===== config.mk =====
export PLATFORM = sky130hd
export DESIGN_NAME = dvp_rx_controller
export DESIGN_NICKNAME = d
export VERILOG_FILES = /design/src/design/drc_pkg.sv /design/src/design/drc_dvp_capture.sv /design/src/design/drc_frame_ctrl.sv /design/src/design/drc_grayscale.sv /design/src/design/drc_pixel_packer.sv /design/src/design/drc_regmap.sv /design/src/design/dvp_rx_controller.sv
export SDC_FILE = /design/constraint.sdc
export NUM_CORES = 1
export LEC_CHECK = 0
export BUFFER_PORTS_ARGS = -buffer_cell sky130_fd_sc_hd__buf_4
export CAP_MARGIN = 20
export CORE_MARGIN = 3
export CORE_UTILIZATION = 55
export CTS_BUF_LIST = sky130_fd_sc_hd__clkbuf_2
export CTS_CLUSTER_DIAMETER = 40
export DETAILED_ROUTE_END_ITERATION = 10
export HOLD_SLACK_MARGIN = 0.12
export PLACE_DENSITY = 0.85
export SYNTH_ARGS = -nofsm -noshare
export SYNTH_HDL_FRONTEND = slang
export SYNTH_SLANG_ARGS = --single-unit

===== constraint.sdc =====
create_clock -name clk -period 7.7 [get_ports clk]
set_clock_uncertainty 0.15 [all_clocks]
set_input_delay 0.385 -clock clk [delete_from_list [all_inputs] [get_ports clk]]
set_output_delay 0.385 -clock clk [all_outputs]
set_load 0.1 [all_outputs]

===== src/design/drc_pkg.sv =====
package drc_pkg;
    localparam int DVP_DATA_W   = 8;
    localparam int DIM_W        = 12;
    localparam int GRAY_W       = 8;
    localparam int WORD_W       = 32;
    localparam int PIX_PER_WORD = 4;

    // Word offsets, decoded from adr[3:2]
    localparam logic [1:0] REG_CTRL   = 2'd0;
    localparam logic [1:0] REG_SIZE   = 2'd1;
    localparam logic [1:0] REG_STATUS = 2'd2;
    localparam logic [1:0] REG_FCOUNT = 2'd3;

    localparam int CTRL_EN       = 0;
    localparam int CTRL_MSK_DONE = 1;
    localparam int CTRL_MSK_ERR  = 2;
    localparam int SIZE_H_LSB    = 16;   // Height field, width sits at bit 0

    // Sticky status, write 1 to clear
    localparam int ST_DONE = 0;
    localparam int ST_ERR  = 1;
    localparam int ST_OVF  = 2;
    localparam int ST_W    = 3;

    typedef union packed {
        struct packed {
            logic [DVP_DATA_W-1:0] hi;   // First byte on the camera
            logic [DVP_DATA_W-1:0] lo;
        } byte_pair;
        struct packed {
            logic [4:0] r;
            logic [5:0] g;
            logic [4:0] b;
        } rgb565;
    } pixel_u;

    typedef struct packed {
        pixel_u pix;
        logic   sof;
        logic   last;
    } rgb_beat_t;

    typedef struct packed {
        logic [GRAY_W-1:0] gray;
        logic              last;
    } gray_beat_t;

    typedef struct packed {
        logic             enable;
        logic             irq_msk_done;
        logic             irq_msk_err;
        logic [DIM_W-1:0] width;
        logic [DIM_W-1:0] height;
    } drc_cfg_t;

    typedef struct packed {
        logic done;
        logic err;
        logic ovf;
    } drc_evt_t;

    typedef struct packed {
        logic              cyc;
        logic              stb;
        logic              we;
        logic [3:0]        adr;
        logic [WORD_W-1:0] dat;
    } wb_req_t;

    typedef struct packed {
        logic              ack;
        logic [WORD_W-1:0] dat;
    } wb_rsp_t;
endpackage


===== src/design/drc_dvp_capture.sv =====
module drc_dvp_capture #(
    parameter int SYNC_STAGES = 2
) (
    input  logic                           clk,
    input  logic                           rst_n_i,
    input  logic [drc_pkg::DVP_DATA_W-1:0] dvp_d_i,
    input  logic                           dvp_pclk_i,
    input  logic                           dvp_href_i,
    input  logic                           dvp_vsync_i,
    output drc_pkg::rgb_beat_t             pix_o,
    output logic                           pix_valid_o,
    input  logic                           pix_ready_i,
    output logic                           ovf_o
);
    import drc_pkg::*;

    logic [SYNC_STAGES-1:0]                 pclk_sync;
    logic [SYNC_STAGES-1:0]                 href_sync;
    logic [SYNC_STAGES-1:0]                 vsync_sync;
    logic [SYNC_STAGES-1:0][DVP_DATA_W-1:0] d_sync;
    logic                                   pclk_q;
    logic                                   vsync_q;
    logic                                   pclk_rise;
    logic                                   vsync_rise;
    logic                                   byte_take;
    logic                                   pix_done;
    logic                                   lo_phase_q;   // Next byte closes the pair
    logic                                   sof_pend_q;
    logic [DVP_DATA_W-1:0]                  hi_q;

    assign pclk_rise  = pclk_sync[SYNC_STAGES-1] && !pclk_q;
    assign vsync_rise = vsync_sync[SYNC_STAGES-1] && !vsync_q;
    assign byte_take  = pclk_rise && href_sync[SYNC_STAGES-1] && !vsync_rise;
    assign pix_done   = byte_take && lo_phase_q;

    always_ff @(posedge clk) begin
        if (!rst_n_i) begin
            pclk_sync   <= '0;
            href_sync   <= '0;
            vsync_sync  <= '0;
            pclk_q      <= 1'b0;
            vsync_q     <= 1'b0;
            lo_phase_q  <= 1'b0;
            sof_pend_q  <= 1'b0;
            pix_valid_o <= 1'b0;
            ovf_o       <= 1'b0;
        end else begin
            pclk_sync  <= {pclk_sync[SYNC_STAGES-2:0], dvp_pclk_i};
            href_sync  <= {href_sync[SYNC_STAGES-2:0], dvp_href_i};
            vsync_sync <= {vsync_sync[SYNC_STAGES-2:0], dvp_vsync_i};
            pclk_q     <= pclk_sync[SYNC_STAGES-1];
            vsync_q    <= vsync_sync[SYNC_STAGES-1];
            ovf_o      <= 1'b0;
            if (pix_valid_o && pix_ready_i)
                pix_valid_o <= 1'b0;
            if (vsync_rise) begin
                lo_phase_q <= 1'b0;   // New frame restarts byte pairing
                sof_pend_q <= 1'b1;
            end else if (byte_take) begin
                lo_phase_q <= !lo_phase_q;
            end
            if (pix_done) begin
                pix_valid_o <= 1'b1;
                sof_pend_q  <= 1'b0;
                ovf_o       <= pix_valid_o && !pix_ready_i;   // Held pixel lost
            end
        end
    end

    always_ff @(posedge clk) begin
        d_sync <= {d_sync[SYNC_STAGES-2:0], dvp_d_i};
        if (byte_take && !lo_phase_q)
            hi_q <= d_sync[SYNC_STAGES-1];
        if (pix_done) begin
            pix_o.pix.byte_pair.hi <= hi_q;
            pix_o.pix.byte_pair.lo <= d_sync[SYNC_STAGES-1];
            pix_o.sof              <= sof_pend_q;
            pix_o.last             <= 1'b0;
        end
    end

    a_hold_stable: assert property (@(posedge clk) disable iff (!rst_n_i)
        pix_valid_o && !pix_ready_i |=> pix_valid_o && ($stable(pix_o) || ovf_o));
endmodule


===== src/design/drc_frame_ctrl.sv =====
module drc_frame_ctrl (
    input  logic               clk,
    input  logic               rst_n_i,
    input  drc_pkg::drc_cfg_t  cfg_i,
    input  drc_pkg::rgb_beat_t in_i,
    input  logic               in_valid_i,
    output logic               in_ready_o,
    output drc_pkg::rgb_beat_t out_o,
    output logic               out_valid_o,
    input  logic               out_ready_i,
    output drc_pkg::drc_evt_t  evt_o
);
    import drc_pkg::*;

    logic             in_frame_q;
    logic [DIM_W-1:0] col_q;
    logic [DIM_W-1:0] row_q;
    logic [DIM_W-1:0] col_cur;
    logic [DIM_W-1:0] row_cur;
    logic             accept;
    logic             start;
    logic             pass;
    logic             col_end;
    logic             last_hit;

    assign in_ready_o = out_ready_i || !out_valid_o;
    assign accept     = in_valid_i && in_ready_o;
    assign start      = accept && in_i.sof && cfg_i.enable;
    assign pass       = start || (accept && in_frame_q);   // Others are dropped
    assign col_cur    = start ? '0 : col_q;
    assign row_cur    = start ? '0 : row_q;
    assign col_end    = col_cur == cfg_i.width - 1'b1;
    assign last_hit   = col_end && (row_cur == cfg_i.height - 1'b1);

    always_ff @(posedge clk) begin
        if (!rst_n_i) begin
            in_frame_q  <= 1'b0;
            col_q       <= '0;
            row_q       <= '0;
            out_valid_o <= 1'b0;
            evt_o       <= '0;
        end else begin
            evt_o.done <= pass && last_hit;
            evt_o.err  <= start && in_frame_q;   // Frame cut by a new vsync
            evt_o.ovf  <= 1'b0;
            if (pass) begin
                out_valid_o <= 1'b1;
                in_frame_q  <= !last_hit;
                col_q       <= col_end ? '0 : col_cur + 1'b1;
                if (last_hit)
                    row_q <= '0;
                else
                    row_q <= col_end ? row_cur + 1'b1 : row_cur;
            end else if (out_ready_i) begin
                out_valid_o <= 1'b0;
            end
        end
    end

    always_ff @(posedge clk) begin
        if (pass) begin
            out_o      <= in_i;
            out_o.last <= last_hit;
        end
    end

    a_evt_excl: assert property (@(posedge clk) disable iff (!rst_n_i)
        !(evt_o.done && evt_o.err));
endmodule


===== src/design/drc_grayscale.sv =====
module drc_grayscale (
    input  logic                clk,
    input  logic                rst_n_i,
    input  drc_pkg::rgb_beat_t  in_i,
    input  logic                in_valid_i,
    output logic                in_ready_o,
    output drc_pkg::gray_beat_t out_o,
    output logic                out_valid_o,
    input  logic                out_ready_i
);
    import drc_pkg::*;

    logic [GRAY_W-1:0] r8;
    logic [GRAY_W-1:0] g8;
    logic [GRAY_W-1:0] b8;
    logic [15:0]       luma_sum;
    logic              accept;

    // Replicate top bits to stretch the fields to full range
    assign r8 = {in_i.pix.rgb565.r, in_i.pix.rgb565.r[4:2]};
    assign g8 = {in_i.pix.rgb565.g, in_i.pix.rgb565.g[5:4]};
    assign b8 = {in_i.pix.rgb565.b, in_i.pix.rgb565.b[4:2]};

    assign luma_sum   = 16'd77 * r8 + 16'd150 * g8 + 16'd29 * b8;   // Weights sum to 256
    assign in_ready_o = out_ready_i || !out_valid_o;
    assign accept     = in_valid_i && in_ready_o;

    always_ff @(posedge clk) begin
        if (!rst_n_i)
            out_valid_o <= 1'b0;
        else if (accept)
            out_valid_o <= 1'b1;
        else if (out_ready_i)
            out_valid_o <= 1'b0;
    end

    always_ff @(posedge clk) begin
        if (accept) begin
            out_o.gray <= luma_sum[15:8];
            out_o.last <= in_i.last;
        end
    end
endmodule


===== src/design/drc_pixel_packer.sv =====
module drc_pixel_packer (
    input  logic                       clk,
    input  logic                       rst_n_i,
    input  drc_pkg::gray_beat_t        in_i,
    input  logic                       in_valid_i,
    output logic                       in_ready_o,
    output logic [drc_pkg::WORD_W-1:0] word_o,
    output logic                       word_last_o,
    output logic                       word_valid_o,
    input  logic                       word_ready_i
);
    import drc_pkg::*;

    localparam int SLOT_W = $clog2(PIX_PER_WORD);

    logic [SLOT_W-1:0] slot_q;
    logic              accept;
    logic              word_done;

    assign in_ready_o = !word_valid_o;   // Stall while a full word waits
    assign accept     = in_valid_i && in_ready_o;
    assign word_done  = in_i.last || (slot_q == SLOT_W'(PIX_PER_WORD - 1));

    always_ff @(posedge clk) begin
        if (!rst_n_i) begin
            slot_q       <= '0;
            word_valid_o <= 1'b0;
            word_last_o  <= 1'b0;
        end else begin
            if (word_valid_o && word_ready_i)
                word_valid_o <= 1'b0;
            if (accept) begin
                slot_q <= word_done ? '0 : slot_q + 1'b1;
                if (word_done) begin
                    word_valid_o <= 1'b1;
                    word_last_o  <= in_i.last;
                end
            end
        end
    end

    // First pixel clears the word, so a short last word is zero-filled
    always_ff @(posedge clk) begin
        if (accept) begin
            if (slot_q == '0)
                word_o <= WORD_W'(in_i.gray);
            else
                word_o[slot_q*GRAY_W +: GRAY_W] <= in_i.gray;
        end
    end

    a_word_hold: assert property (@(posedge clk) disable iff (!rst_n_i)
        word_valid_o && !word_ready_i |=>
            word_valid_o && $stable(word_o) && $stable(word_last_o));
endmodule


===== src/design/drc_regmap.sv =====
module drc_regmap #(
    parameter int DEF_WIDTH  = 640,
    parameter int DEF_HEIGHT = 480
) (
    input  logic              clk,
    input  logic              rst_n_i,
    input  drc_pkg::wb_req_t  wb_i,
    output drc_pkg::wb_rsp_t  wb_o,
    input  drc_pkg::drc_evt_t evt_i,
    output drc_pkg::drc_cfg_t cfg_o,
    output logic              irq_o
);
    import drc_pkg::*;

    drc_cfg_t          cfg_q;
    logic [ST_W-1:0]   status_q;
    logic [ST_W-1:0]   status_set;
    logic [ST_W-1:0]   status_clr;
    logic [WORD_W-1:0] fcount_q;
    logic [WORD_W-1:0] rd_mux;
    logic [WORD_W-1:0] rdata_q;
    logic [1:0]        reg_sel;
    logic              ack_q;
    logic              access;
    logic              wr_en;

    assign reg_sel = wb_i.adr[3:2];
    assign access  = wb_i.cyc && wb_i.stb && !ack_q;   // Not yet acknowledged
    assign wr_en   = access && wb_i.we;

    always_comb begin
        status_set          = '0;
        status_set[ST_DONE] = evt_i.done;
        status_set[ST_ERR]  = evt_i.err;
        status_set[ST_OVF]  = evt_i.ovf;
        status_clr          = '0;
        if (wr_en && reg_sel == REG_STATUS)
            status_clr = wb_i.dat[ST_W-1:0];
    end

    always_comb begin
        rd_mux = '0;
        case (reg_sel)
            REG_CTRL: begin
                rd_mux[CTRL_EN]       = cfg_q.enable;
                rd_mux[CTRL_MSK_DONE] = cfg_q.irq_msk_done;
                rd_mux[CTRL_MSK_ERR]  = cfg_q.irq_msk_err;
            end
            REG_SIZE: begin
                rd_mux[DIM_W-1:0]           = cfg_q.width;
                rd_mux[SIZE_H_LSB +: DIM_W] = cfg_q.height;
            end
            REG_STATUS: rd_mux[ST_W-1:0] = status_q;
            REG_FCOUNT: rd_mux = fcount_q;
            default:    rd_mux = '0;
        endcase
    end

    always_ff @(posedge clk) begin
        if (!rst_n_i) begin
            ack_q              <= 1'b0;
            cfg_q.enable       <= 1'b0;
            cfg_q.irq_msk_done <= 1'b0;
            cfg_q.irq_msk_err  <= 1'b0;
            cfg_q.width        <= DIM_W'(DEF_WIDTH);
            cfg_q.height       <= DIM_W'(DEF_HEIGHT);
            status_q           <= '0;
            fcount_q           <= '0;
        end else begin
            ack_q    <= access;
            status_q <= (status_q & ~status_clr) | status_set;   // Set beats clear
            if (evt_i.done)
                fcount_q <= fcount_q + 1'b1;
            if (wr_en) begin
                case (reg_sel)
                    REG_CTRL: begin
                        cfg_q.enable       <= wb_i.dat[CTRL_EN];
                        cfg_q.irq_msk_done <= wb_i.dat[CTRL_MSK_DONE];
                        cfg_q.irq_msk_err  <= wb_i.dat[CTRL_MSK_ERR];
                    end
                    REG_SIZE: begin
                        cfg_q.width  <= wb_i.dat[DIM_W-1:0];
                        cfg_q.height <= wb_i.dat[SIZE_H_LSB +: DIM_W];
                    end
                    default: ;   // FCOUNT is read only
                endcase
            end
        end
    end

    always_ff @(posedge clk) begin
        if (access)
            rdata_q <= rd_mux;
    end

    assign wb_o.ack = ack_q;
    assign wb_o.dat = rdata_q;
    assign cfg_o    = cfg_q;
    assign irq_o    = (status_q[ST_DONE] && cfg_q.irq_msk_done) ||
                      (status_q[ST_ERR] && cfg_q.irq_msk_err);

    a_ack_pulse: assert property (@(posedge clk) disable iff (!rst_n_i)
        wb_o.ack |=> !wb_o.ack);
endmodule


===== src/design/dvp_rx_controller.sv =====
module dvp_rx_controller #(
    parameter int DEF_WIDTH  = 640,
    parameter int DEF_HEIGHT = 480
) (
    input  logic                           clk,
    input  logic                           rst_n_i,
    input  logic [drc_pkg::DVP_DATA_W-1:0] dvp_d_i,
    input  logic                           dvp_pclk_i,
    input  logic                           dvp_href_i,
    input  logic                           dvp_vsync_i,
    input  drc_pkg::wb_req_t               wb_i,
    output drc_pkg::wb_rsp_t               wb_o,
    output logic [drc_pkg::WORD_W-1:0]     word_o,
    output logic                           word_last_o,
    output logic                           word_valid_o,
    input  logic                           word_ready_i,
    output logic                           irq_o
);
    import drc_pkg::*;

    rgb_beat_t  cap_pix;
    logic       cap_valid;
    logic       cap_ready;
    logic       cap_ovf;
    rgb_beat_t  frm_pix;
    logic       frm_valid;
    logic       frm_ready;
    gray_beat_t gray_pix;
    logic       gray_valid;
    logic       gray_ready;
    drc_cfg_t   cfg;
    drc_evt_t   frm_evt;
    drc_evt_t   evt;

    // Capture overflow joins the frame events
    assign evt = '{done: frm_evt.done, err: frm_evt.err, ovf: cap_ovf};

    drc_dvp_capture capture_inst (
        .clk         (clk),
        .rst_n_i     (rst_n_i),
        .dvp_d_i     (dvp_d_i),
        .dvp_pclk_i  (dvp_pclk_i),
        .dvp_href_i  (dvp_href_i),
        .dvp_vsync_i (dvp_vsync_i),
        .pix_o       (cap_pix),
        .pix_valid_o (cap_valid),
        .pix_ready_i (cap_ready),
        .ovf_o       (cap_ovf)
    );

    drc_frame_ctrl frame_ctrl_inst (
        .clk         (clk),
        .rst_n_i     (rst_n_i),
        .cfg_i       (cfg),
        .in_i        (cap_pix),
        .in_valid_i  (cap_valid),
        .in_ready_o  (cap_ready),
        .out_o       (frm_pix),
        .out_valid_o (frm_valid),
        .out_ready_i (frm_ready),
        .evt_o       (frm_evt)
    );

    drc_grayscale grayscale_inst (
        .clk         (clk),
        .rst_n_i     (rst_n_i),
        .in_i        (frm_pix),
        .in_valid_i  (frm_valid),
        .in_ready_o  (frm_ready),
        .out_o       (gray_pix),
        .out_valid_o (gray_valid),
        .out_ready_i (gray_ready)
    );

    drc_pixel_packer packer_inst (
        .clk          (clk),
        .rst_n_i      (rst_n_i),
        .in_i         (gray_pix),
        .in_valid_i   (gray_valid),
        .in_ready_o   (gray_ready),
        .word_o       (word_o),
        .word_last_o  (word_last_o),
        .word_valid_o (word_valid_o),
        .word_ready_i (word_ready_i)
    );

    drc_regmap #(
        .DEF_WIDTH  (DEF_WIDTH),
        .DEF_HEIGHT (DEF_HEIGHT)
    ) regmap_inst (
        .clk     (clk),
        .rst_n_i (rst_n_i),
        .wb_i    (wb_i),
        .wb_o    (wb_o),
        .evt_i   (evt),
        .cfg_o   (cfg),
        .irq_o   (irq_o)
    );
endmodule


==> run summary, run 1 <==
Fin. Hold Viols: 0
First-pass GRT wire length: 50800 µm
CTS Buf Count: 58
Register area share after synthesis: 44.0%
Warnings from Yosys: 0
PortBufs: 110
Pwr/cell area: 148 nW/µm²
CORE AREA: 23800 µm²
Outcome: complete, no violations
1st-iter DRT viols: 869
Final wirelength: 30200 µm
Fmax: 141 MHz
Post-synth EDFFs: 115
Crit path launch type: flop
Clk slew on worst S/H paths: 0.10 ns
Clock power frac: 36.5%
Root buffer cell: clkbuf_2
Worst setup EP type: flop
Chip Width: 163 µm
Final ANT Viol Nets: 0
Yosys reg bits: 239
Largest net degree at the start of global routing: 104
Layout cells sized above 1: 15.0%
Drt wl/cell: 16.1 µm
CP arrival: 7.47 ns
Slowest CP cell: edfxtp_1
Initial antenna violation count: 1
Final setup viols: 0
Pint: 1770 µW
Syn nets: 1486
Commonest register cell after synthesis: dfxtp_1
Die area: 26500 µm²
Clock Latency Late Sink: 0.88 ns
Area Growth Syn to Fin: 19.3%
Required time at the worst-slack endpoint: 8.10 ns
Remaining routing DRC violations: 0
Relative slew margins: 29.9%
Post-CTS Resized: 0
DR vias/cell: 5.54
Drt pass-1 iters: 5
Starting density of the core: 56.7%
RSZ-0062 raised after global routing: no
Critical path fanouts, max: 8
IO Pins: 121
H-tree Lvls: 2
Leak: 0.00673 µW
CP Class: reg -> reg
Post-layout util: 67.6%
Sw power: 609 µW
Setup_tns: 0 ns
Worst path max stage delay: 0.57 ns
Worst VDD drop: 169 µV
Net Sw Frac: 25.6%
Area of the multi-input gates: 6970 µm²
Final Critical Period: 7.08 ns
Comb power frac: 6.9%
Distinct cells, synth: 69
Final nets: 1710
Max Cap Viol: 0
Fin. max-slew vios: 0
Mapped Cells: 1285
Post-DP HPWL: 19900 µm
Number of global-route vias before repair: 10786
CTS tree: done
GPL Wtd Cong: 0.852
Syn_area_per_cell: 10.5 µm²
FP Rows: 56
FF/Latch Area: 5940 µm²
Final Cycle Share: 91.9%
WHS: 0.181 ns
Routed vias: 10410
FFs w/ async S/R, synth: 0%
Seq pwr share: 56.7%
Filler cells: 1751
Clk sinks: 239
Die H: 163 µm
Worst-case clock buffer depth: 3
Overflow after GRT: 0
Tightest Pin Transition: 1.05 ns
Global Route Usage Sum: 23.2%
Min-Delay Path Class: reg -> reg
Mapped cell area: 13500 µm²
[stage by stage]
stage	setup slack (ns)	instances	instance area (µm²)	total power (µW)
after global routing	0.300	1878	16100	2480
after floorplan	1.11	1285	13500	1470
after detailed placement	0.674	1671	14600	1510
after CTS	0.590	1877	16100	2390
final	0.622	1878	16100	2380
after global placement	0.822	1671	14600	1500
[registers in the layout, indices dropped and copies added, names as in the netlist, 12 cells and up]
signal and count:
packer_inst.word_o 32, regmap_inst.cfg_o 27, regmap_inst.rdata_q 32, frame_ctrl_inst.row_q 12, capture_inst.d_sync 16, regmap_inst.fcount_q 32
frame_ctrl_inst.col_q 12, capture_inst.pix_o 17, frame_ctrl_inst.out_o 17
[layout by cell type (no fill, tap or decap), drive strengths merged, types with 53 or more instances in the layout]
cell type,count
nand2,110
clkbuf,96
fa,54
and2,56
nand3,55
dlygate4sd3,97
dfxtp,124
buf,117
edfxtp,115
inv,100
ha,94
a21oi,53
[routing by layer]
metal	global-route usage, %	vias up	share of wire (%)	wire length (µm)
met2	40.3	385	50	15000
met5	0	-	0	0
li1	-	4977	-	-
met4	9.19	0	3.0	895
met3	3.81	77	6.0	1810
met1	29.1	4971	41	12500
[timing repair]
| action | in CTS | in global routing |
|---|---|---|
| endpoints found under the hold margin | 173 | 0 |
| endpoints found under the setup margin | 0 | 0 |
| hold buffers | 97 | 0 |
| setup buffers | 0 | 0 |
[final timing paths]
check                                  from                       to  slack (ns)  cells past startpoint
setup / recovery  frame_ctrl_inst.out_o[11]  grayscale_inst.out_o[8]        0.62                     25
hold / removal       capture_inst.d_sync[2]  capture_inst.d_sync[10]        0.18                      0
setup reg to reg  frame_ctrl_inst.out_o[11]  grayscale_inst.out_o[8]        0.62                     25
hold reg to reg      capture_inst.d_sync[2]  capture_inst.d_sync[10]        0.18                      0
[worst max-delay path: cells and delay by family (launching register included)]
family,cells,cell delay [ns]
adder cells (fa/ha/maj),10,4.13
flip-flops,1,0.57
XOR/XNOR,2,0.34
buffers and inverters,4,0.20
AND/OR/NAND/NOR,4,0.43
AO/OA/AOI/OAI,5,1.00
[cells in the mapped netlist (4+ instances only)]
library cell,count,share of area (%)
a211oi_1,4,0.22
a21boi_0,33,1.8
a21oi_1,52,1.9
a22oi_1,5,0.28
and2_1,55,2.5
and3_1,30,1.4
and4_1,7,0.45
buf_1,4,0.11
buf_6,4,0.33
clkbuf_1,40,1.1
dfxtp_1,124,18
edfxtp_1,115,26
fa_1,54,8.0
ha_1,94,8.7
inv_1,99,2.8
mux2i_1,27,2.0
nand2_1,110,3.1
nand2b_1,32,1.5
nand3_1,55,2.0
nand3b_1,4,0.22
nand4_1,14,0.65
nand4b_1,4,0.26
nor2_1,35,0.97
nor2b_1,46,2.1
nor3_1,26,0.96
nor3b_1,4,0.22
nor4_1,13,0.60
o21a_1,10,0.56
o21ai_0,44,1.6
o22ai_1,4,0.19
or2_2,5,0.23
or3_1,13,0.60
or4_1,4,0.22
xnor2_1,41,2.7
xnor3_1,4,0.67
xor2_1,15,0.97
[power groups by stage]
| stage | clock [µW] | sequential (µW) | combinational [µW] |
|---|---|---|---|
| CTS | 884 | 1350 | 161 |
| floorplan | 0 | 1420 | 45.8 |
| detailed placement | 0 | 1380 | 130 |
| global route | 956 | 1350 | 172 |
| global placement | 0 | 1380 | 129 |
| finish | 867 | 1350 | 163 |
[logic make-up after synthesis]
| group | count (synthesis) | synth area share (%) |
|---|---|---|
| AOI/OAI and AO/OA | 189 | 8.96 |
| and+or+nand+nor | 468 | 18.9 |
| buffers and inverters | 150 | 4.45 |
| xor gates and xnor gates | 61 | 4.48 |
| DFF | 239 | 44.0 |
| adders and majority gates | 148 | 16.7 |
| muxes | 30 | 2.50 |
[area by class of cell]
type                    count  area share [%]
diodes                      1          0.0155
inverters                 100            2.33
clock inverters            13           0.544
multi-input cells         896            43.3
clock buffers              96            2.98
flip-flops and latches    239            36.9
repair buffers            214            11.5
well taps                 319            2.48
(Power assumes the default switching activity.)
==> run 2, diff against run 1 <==
--- a/config.mk
+++ b/config.mk
@@ -5,15 +5,17 @@
 export SDC_FILE = /design/constraint.sdc
 export NUM_CORES = 1
 export LEC_CHECK = 0
+export ABC_AREA = 1
 export BUFFER_PORTS_ARGS = -buffer_cell sky130_fd_sc_hd__buf_4
 export CAP_MARGIN = 20
 export CORE_MARGIN = 3
-export CORE_UTILIZATION = 55
+export CORE_UTILIZATION = 28
 export CTS_BUF_LIST = sky130_fd_sc_hd__clkbuf_2
 export CTS_CLUSTER_DIAMETER = 40
+export CTS_CLUSTER_SIZE = 28
 export DETAILED_ROUTE_END_ITERATION = 10
 export HOLD_SLACK_MARGIN = 0.12
-export PLACE_DENSITY = 0.85
+export PLACE_DENSITY = 0.54
 export SYNTH_ARGS = -nofsm -noshare
 export SYNTH_HDL_FRONTEND = slang
 export SYNTH_SLANG_ARGS = --single-unit
==> run summary, run 2 <==
Tightest Pin Transition: 0.850 ns (was 1.05 ns)
Warnings from Yosys: 0 (unchanged)
CP startpoint: frame_ctrl_inst.out_o[11] (unchanged)
Mapped cell area: 13600 µm² (was 13500 µm²)
Yosys top cell by area: edfxtp_1 (unchanged)
Area Growth Syn to Fin: 24.6% (was 19.3%)
Commonest register cell after synthesis: dfxtp_1 (unchanged)
RSZ-0062 raised after global routing: no (unchanged)
Syn nets: 1774 (was 1486)
FP Rows: 80 (was 56)
Adder-cell share of the synthesized area: 16.6% (was 16.7%)
GPL Wtd Cong: 0.867 (was 0.852)
Pwr/cell area: 147 nW/µm² (was 148 nW/µm²)
H-tree Lvls: 2 (unchanged)
Global Route Usage Sum: 13.9% (was 23.2%)
Top-area cell type share of the netlist area: 25.3% (was 25.6%)
CORE AREA: 47900 µm² (was 23800 µm²)
CTS Buf Count: 41 (was 58)
DR vias/cell: 4.62 (was 5.54)
Crit path launch type: flop (unchanged)
Number of global-route vias before repair: 11498 (was 10786)
Clk slew on worst S/H paths: 0.24 ns (was 0.10 ns)
Register area share after synthesis: 43.6% (was 44.0%)
Synth top cells by count: nand2_1, inv_1, nor2_1 (was dfxtp_1, edfxtp_1, nand2_1)
CTS tree: done (unchanged)
Leak: 0.00725 µW (was 0.00673 µW)
FFs w/ async S/R, synth: 0% (unchanged)
Worst-case clock buffer depth: 3 (unchanged)
Root buffer cell: clkbuf_2 (unchanged)
Routed vias: 11441 (was 10410)
Critical path fanouts, max: 8 (unchanged)
Final ANT Viol Nets: 0 (unchanged)
Final Critical Period: 6.69 ns (was 7.08 ns)
Remaining routing DRC violations: 0 (unchanged)
Compound-Gate Fraction of Synth Area: 8.97% (was 8.96%)
Syn_area_per_cell: 8.66 µm² (was 10.5 µm²)
Min-Delay Path Class: reg -> reg (unchanged)
Mapped Cells: 1573 (was 1285)
Final wirelength: 35100 µm (was 30200 µm)
Drt pass-1 iters: 5 (unchanged)
Distinct cells, synth: 42 (was 69)
Overflow after GRT: 0 (unchanged)
Relative slew margins: 43.4% (was 29.9%)
Top flop regs: packer_inst.word_o: 32 flops, regmap_inst.fcount_q: 32 flops, regmap_inst.rdata_q: 32 flops (unchanged)
1st-iter DRT viols: 677 (was 869)
Fmax: 150 MHz (was 141 MHz)
First-pass GRT wire length: 57600 µm (was 50800 µm)
Slowest CP cell: edfxtp_1 (unchanged)
Most frequent cells in the layout: nand2_1, inv_1, nor2_1, dlygate4sd3_1, dfxtp_1 (was dfxtp_1, buf_4, edfxtp_1, nand2_1, inv_1)
Kind of cell adding the most delay to the critical path: adder cells (unchanged)
Filler cells: 4893 (was 1751)
Post-DP HPWL: 25800 µm (was 19900 µm)
Die area: 51400 µm² (was 26500 µm²)
Initial antenna violation count: 2 (was 1)
Clk sinks: 239 (unchanged)
Setup_tns: 0 ns (unchanged)
Max Cap Viol: 0 (unchanged)
Largest net degree at the start of global routing: 62 (was 104)
IO Pins: 121 (unchanged)
Chip Width: 227 µm (was 163 µm)
Worst setup EP type: flop (unchanged)
Fin. Hold Viols: 0 (unchanged)
Yosys reg bits: 239 (unchanged)
CP arrival: 7.17 ns (was 7.47 ns)
Final setup viols: 0 (unchanged)
Area of the multi-input gates: 6610 µm² (was 6970 µm²)
Fin. max-slew vios: 0 (unchanged)
Post-CTS Resized: 0 (unchanged)
CP Class: reg -> reg (unchanged)
Layout cells sized above 1: 12.0% (was 15.0%)
Die H: 227 µm (was 163 µm)
Worst path max stage delay: 0.59 ns (was 0.57 ns)
Clock Latency Late Sink: 1.00 ns (was 0.88 ns)
FF/Latch Area: 5940 µm² (unchanged)
Required time at the worst-slack endpoint: 8.18 ns (was 8.10 ns)
Post-synthesis mux area share: 0% (was 2.50%)
Largest cells by area after synthesis: edfxtp_1, dfxtp_1, nand2_1 (was edfxtp_1, dfxtp_1, ha_1)
Largest family of logic cells by synthesized area: simple AND/OR/NAND/NOR gates (unchanged)
Buf+Inv Stages, Crit Path: 6 (was 4)
Crit path top cell by count: inv_1
Worst VDD drop: 118 µV (was 169 µV)
Number of hold buffers added after CTS: 125 (was 97)
Starting density of the core: 28.4% (was 56.7%)
Commonest non-fill, non-tap cell in the layout: nand2_1 (was dfxtp_1)
Drt wl/cell: 14.2 µm (was 16.1 µm)
Simple-Gate Fraction of Synth Area: 20.2% (was 18.9%)
Outcome: complete, no violations (unchanged)
Worst r2r src: frame_ctrl_inst.out_o[11] (unchanged)
Setup Fix Bufs, Post-CTS: 0 (unchanged)
Final Cycle Share: 86.9% (was 91.9%)
Hold Path Origin: capture_inst.d_sync[7] (was capture_inst.d_sync[2])
PortBufs: 110 (unchanged)
Final nets: 2023 (was 1710)
Synth Area in XOR/XNOR: 2.74% (was 4.48%)
Most common cell in the netlist: nand2_1 (was dfxtp_1)
Post-synth EDFFs: 115 (unchanged)
Pwr Total: 2490 µW (was 2380 µW)
run 2: layout make-up:
class | count | share of cell area [%]
clock inverters | 30 | 2.08
flip-flops and latches | 239 | 34.9
well taps | 615 | 4.53
inverters | 244 | 5.39
clock buffers | 46 | 1.36
repair buffers | 243 | 12.7
diodes | 4 | 0.0589
multi-input cells | 1053 | 38.9
run 2: path summary, 6_finish.rpt:
| kind | end | slack (ns) | depth (start not counted) |
|---|---|---|---|
| setup / recovery | grayscale_inst.out_o[8] | 1.01 | 25 |
| hold / removal | capture_inst.d_sync[15] | 0.16 | 0 |
| setup reg to reg | grayscale_inst.out_o[8] | 1.01 | 25 |
| hold reg to reg | capture_inst.d_sync[15] | 0.16 | 0 |
run 2: metal layers:
layer | part of all wire, % | wire length (µm) | global-route usage, %
met1 | 45 | 15900 | 17.8
met2 | 46 | 16100 | 22.9
met3 | 5.9 | 2080 | 3.26
met4 | 2.9 | 1010 | 4.81
met5 | 0 | 0 | 0
run 2: stage by stage:
step	cells	hold WS [ns]	setup slack [ns]	utilization, %	cell area, µm²
finish	2474	0.161	1.01	35.4	17000
global route	2473	0.171	0.566	35.4	17000
CTS	2469	0.128	0.977	35.3	16900
detailed placement	2268	0.163	1.03	31.5	15100
global placement	2268	0.164	0.998	31.5	15100
floorplan	1573	0.160	1.42	-	13600
run 2: logic make-up after synthesis:
logic type      Yosys count
flops                   239
compound gates          223
xor+xnor                 41
simple gates            641
buf+inv                 281
fa+ha+maj               148
run 2: power by group:
group | switching, µW | total, µW | leakage [µW] | internal (µW)
Clock | 569 | 951 | 0.000350 | 381
Sequential | 8.13 | 1350 | 0.00206 | 1340
Combinational | 114 | 189 | 0.00484 | 75.0
==> run 3, diff against run 2 <==
--- a/config.mk
+++ b/config.mk
@@ -15,6 +15,7 @@
 export CTS_CLUSTER_SIZE = 28
 export DETAILED_ROUTE_END_ITERATION = 10
 export HOLD_SLACK_MARGIN = 0.12
+export MAX_ROUTING_LAYER = met4
 export PLACE_DENSITY = 0.54
 export SYNTH_ARGS = -nofsm -noshare
 export SYNTH_HDL_FRONTEND = slang
==> run summary, run 3 (synthesized netlist as in run 2, its figures left out) <==
Outcome: complete, no violations (unchanged)
Clk slew on worst S/H paths: 0.21 ns (was 0.24 ns)
Met3 usage: 2.80% (was 3.26%)
Crit path top cell by count: inv_1 (unchanged)
Fmax: 149 MHz (was 150 MHz)
Hold Path Origin: capture_inst.d_sync[4] (was capture_inst.d_sync[7])
Post-DP HPWL: 25700 µm (was 25800 µm)
RSZ-0062 raised after global routing: no (unchanged)
Overflow after GRT: 0 (unchanged)
CTS tree: done (unchanged)
Min-Delay Path Class: reg -> reg (unchanged)
Met2 GRT Util: 23.4% (was 22.9%)
CP Class: reg -> reg (unchanged)
Worst r2r dst: grayscale_inst.out_o[8] (unchanged)
Seq pwr share: 53.3% (was 54.2%)
Clock power frac: 39.2% (was 38.2%)
CP arrival: 7.28 ns (was 7.17 ns)
Reg2reg setup slack: 1.00 ns (was 1.01 ns)
Setup_tns: 0 ns (unchanged)
Root buffer cell: clkbuf_2 (unchanged)
Remaining routing DRC violations: 0 (unchanged)
Slowest CP cell: edfxtp_1 (unchanged)
Worst setup EP type: flop (unchanged)
Inst Count DP: 2268 (unchanged)
GR peak layer: met2 (unchanged)
Final Cycle Share: 87.0% (was 86.9%)
Starting density of the core: 28.4% (unchanged)
Post-Layout Cell Count: 2466 (was 2474)
Final nets: 2014 (was 2023)
Global Route Usage Sum: 14.3% (was 13.9%)
FP Rows: 80 (unchanged)
Critical path fanouts, max: 8 (unchanged)
Comb power frac: 7.4% (was 7.6%)
Worst-case clock buffer depth: 3 (unchanged)
First-pass GRT wire length: 57600 µm (about the same)
Sw power: 753 µW (was 691 µW)
Leak: 0.00718 µW (was 0.00725 µW)
GPL Wtd Cong: 0.873 (was 0.867)
Kind of cell adding the most delay to the critical path: adder cells (unchanged)
Pwr Total: 2530 µW (was 2490 µW)
Largest net degree at the start of global routing: 62 (unchanged)
Clock Latency Late Sink: 1.03 ns (was 1.00 ns)
Grt met1 use: 18.1% (was 17.8%)
Fin. max-slew vios: 0 (unchanged)
Tightest Pin Transition: 0.961 ns (was 0.850 ns)
Final wirelength: 35300 µm (was 35100 µm)
Buf+Inv Stages, Crit Path: 6 (unchanged)
Max Cap Viol: 0 (unchanged)
Chip Width: 227 µm (unchanged)
Die H: 227 µm (unchanged)
PortBufs: 110 (unchanged)
Drt pass-1 iters: 5 (unchanged)
IO Pins: 121 (unchanged)
Number of global-route vias before repair: 11224 (was 11498)
Final ANT Viol Nets: 0 (unchanged)
Fin. Hold Viols: 0 (unchanged)
Pint: 1780 µW (was 1800 µW)
Net Sw Frac: 29.8% (was 27.8%)
Drt wl/cell: 14.3 µm (was 14.2 µm)
Worst r2r src: frame_ctrl_inst.out_o[11] (unchanged)
Clk sinks: 239 (unchanged)
Commonest non-fill, non-tap cell in the layout: nand2_1 (unchanged)
H-tree Lvls: 2 (unchanged)
Final setup viols: 0 (unchanged)
Hold Path Depth: 0 (unchanged)
Worst Hold End: capture_inst.d_sync[12] (was capture_inst.d_sync[15])
Die area: 51400 µm² (unchanged)
1st-iter DRT viols: 704 (was 677)
Worst path max stage delay: 0.61 ns (was 0.59 ns)
Pwr/cell area: 150 nW/µm² (was 147 nW/µm²)
Routed vias: 11341 (was 11441)
Filler cells: 4903 (was 4893)
Crit path launch type: flop (unchanged)
Worst VDD drop: 114 µV (was 118 µV)
Post-CTS Resized: 0 (unchanged)
Layout cells sized above 1: 12.3% (was 12.0%)
Worst R2R Path Depth: 25 (unchanged)
Final Critical Period: 6.70 ns (was 6.69 ns)
Initial antenna violation count: 3 (was 2)
CORE AREA: 47900 µm² (unchanged)
CTS Buf Count: 42 (was 41)
Required time at the worst-slack endpoint: 8.29 ns (was 8.18 ns)
Relative slew margins: 35.8% (was 43.4%)
Area Growth Syn to Fin: 23.9% (was 24.6%)
Most frequent cells in the layout: nand2_1, inv_1, nor2_1, dfxtp_1, buf_4 (was nand2_1, inv_1, nor2_1, dlygate4sd3_1, dfxtp_1)
Top flop regs: packer_inst.word_o: 32 flops, regmap_inst.fcount_q: 32 flops, regmap_inst.rdata_q: 32 flops (unchanged)
DR vias/cell: 4.60 (was 4.62)
run 3: power groups by stage:
| stage | Combinational (µW) | Sequential, µW | Clock (µW) |
|---|---|---|---|
| finish | 188 | 1350 | 992 |
| global route | 202 | 1350 | 1090 |
| CTS | 186 | 1350 | 1040 |
| detailed placement | 145 | 1380 | 0 |
| global placement | 144 | 1380 | 0 |
| floorplan | 53.2 | 1420 | 0 |
run 3: what timing repair did:
item | CTS | global route
endpoints found under the setup margin | 0 | 0
endpoints found under the hold margin | 148 | 0
hold buffers | 116 | 0
buffers inserted | 0 | 0
run 3: final cells by class:
class,count,area [µm²],area share (%)
clock buffers,43,215,1.27
multi-input cells,1053,6610,39.1
repair buffers,233,2040,12.1
diodes,4,10.0,0.0593
inverters,244,916,5.42
flip-flops and latches,239,5940,35.1
well taps,615,769,4.56
clock inverters,35,392,2.32
run 3: worst max-delay path by stage:
stage / endpoint / from / slack (ns) / cells after the start
2_1_floorplan: grayscale_inst.out_o[8] / frame_ctrl_inst.out_o[11] / 1.42 / 25
3_3_place_gp: grayscale_inst.out_o[8] / frame_ctrl_inst.out_o[11] / 1.0 / 25
3_5_place_dp: grayscale_inst.out_o[8] / frame_ctrl_inst.out_o[11] / 0.98 / 25
4_1_cts: grayscale_inst.out_o[8] / frame_ctrl_inst.out_o[11] / 0.94 / 25
5_1_grt: grayscale_inst.out_o[8] / frame_ctrl_inst.out_o[11] / 0.55 / 25
6_report: grayscale_inst.out_o[8] / frame_ctrl_inst.out_o[11] / 1.00 / 25
run 3: metal layers:
| layer | part of all wire (%) | vias to the layer above |
|---|---|---|
| met5 | 0 | - |
| met4 | 2.2 | 0 |
| met3 | 5.1 | 59 |
| met2 | 47 | 298 |
| met1 | 46 | 5263 |
| li1 | - | 5721 |
run 3: per-stage QoR:
stage	area, µm²	util (%)	hold slack, ns	worst slack, ns
6_report	16900	35.2	0.164	1.00
5_1_grt	16900	35.2	0.163	0.552
4_1_cts	16900	35.2	0.154	0.936
3_5_place_dp	15100	31.5	0.162	0.978
3_3_place_gp	15100	31.5	0.163	0.997
2_1_floorplan	13600	-	0.160	1.42
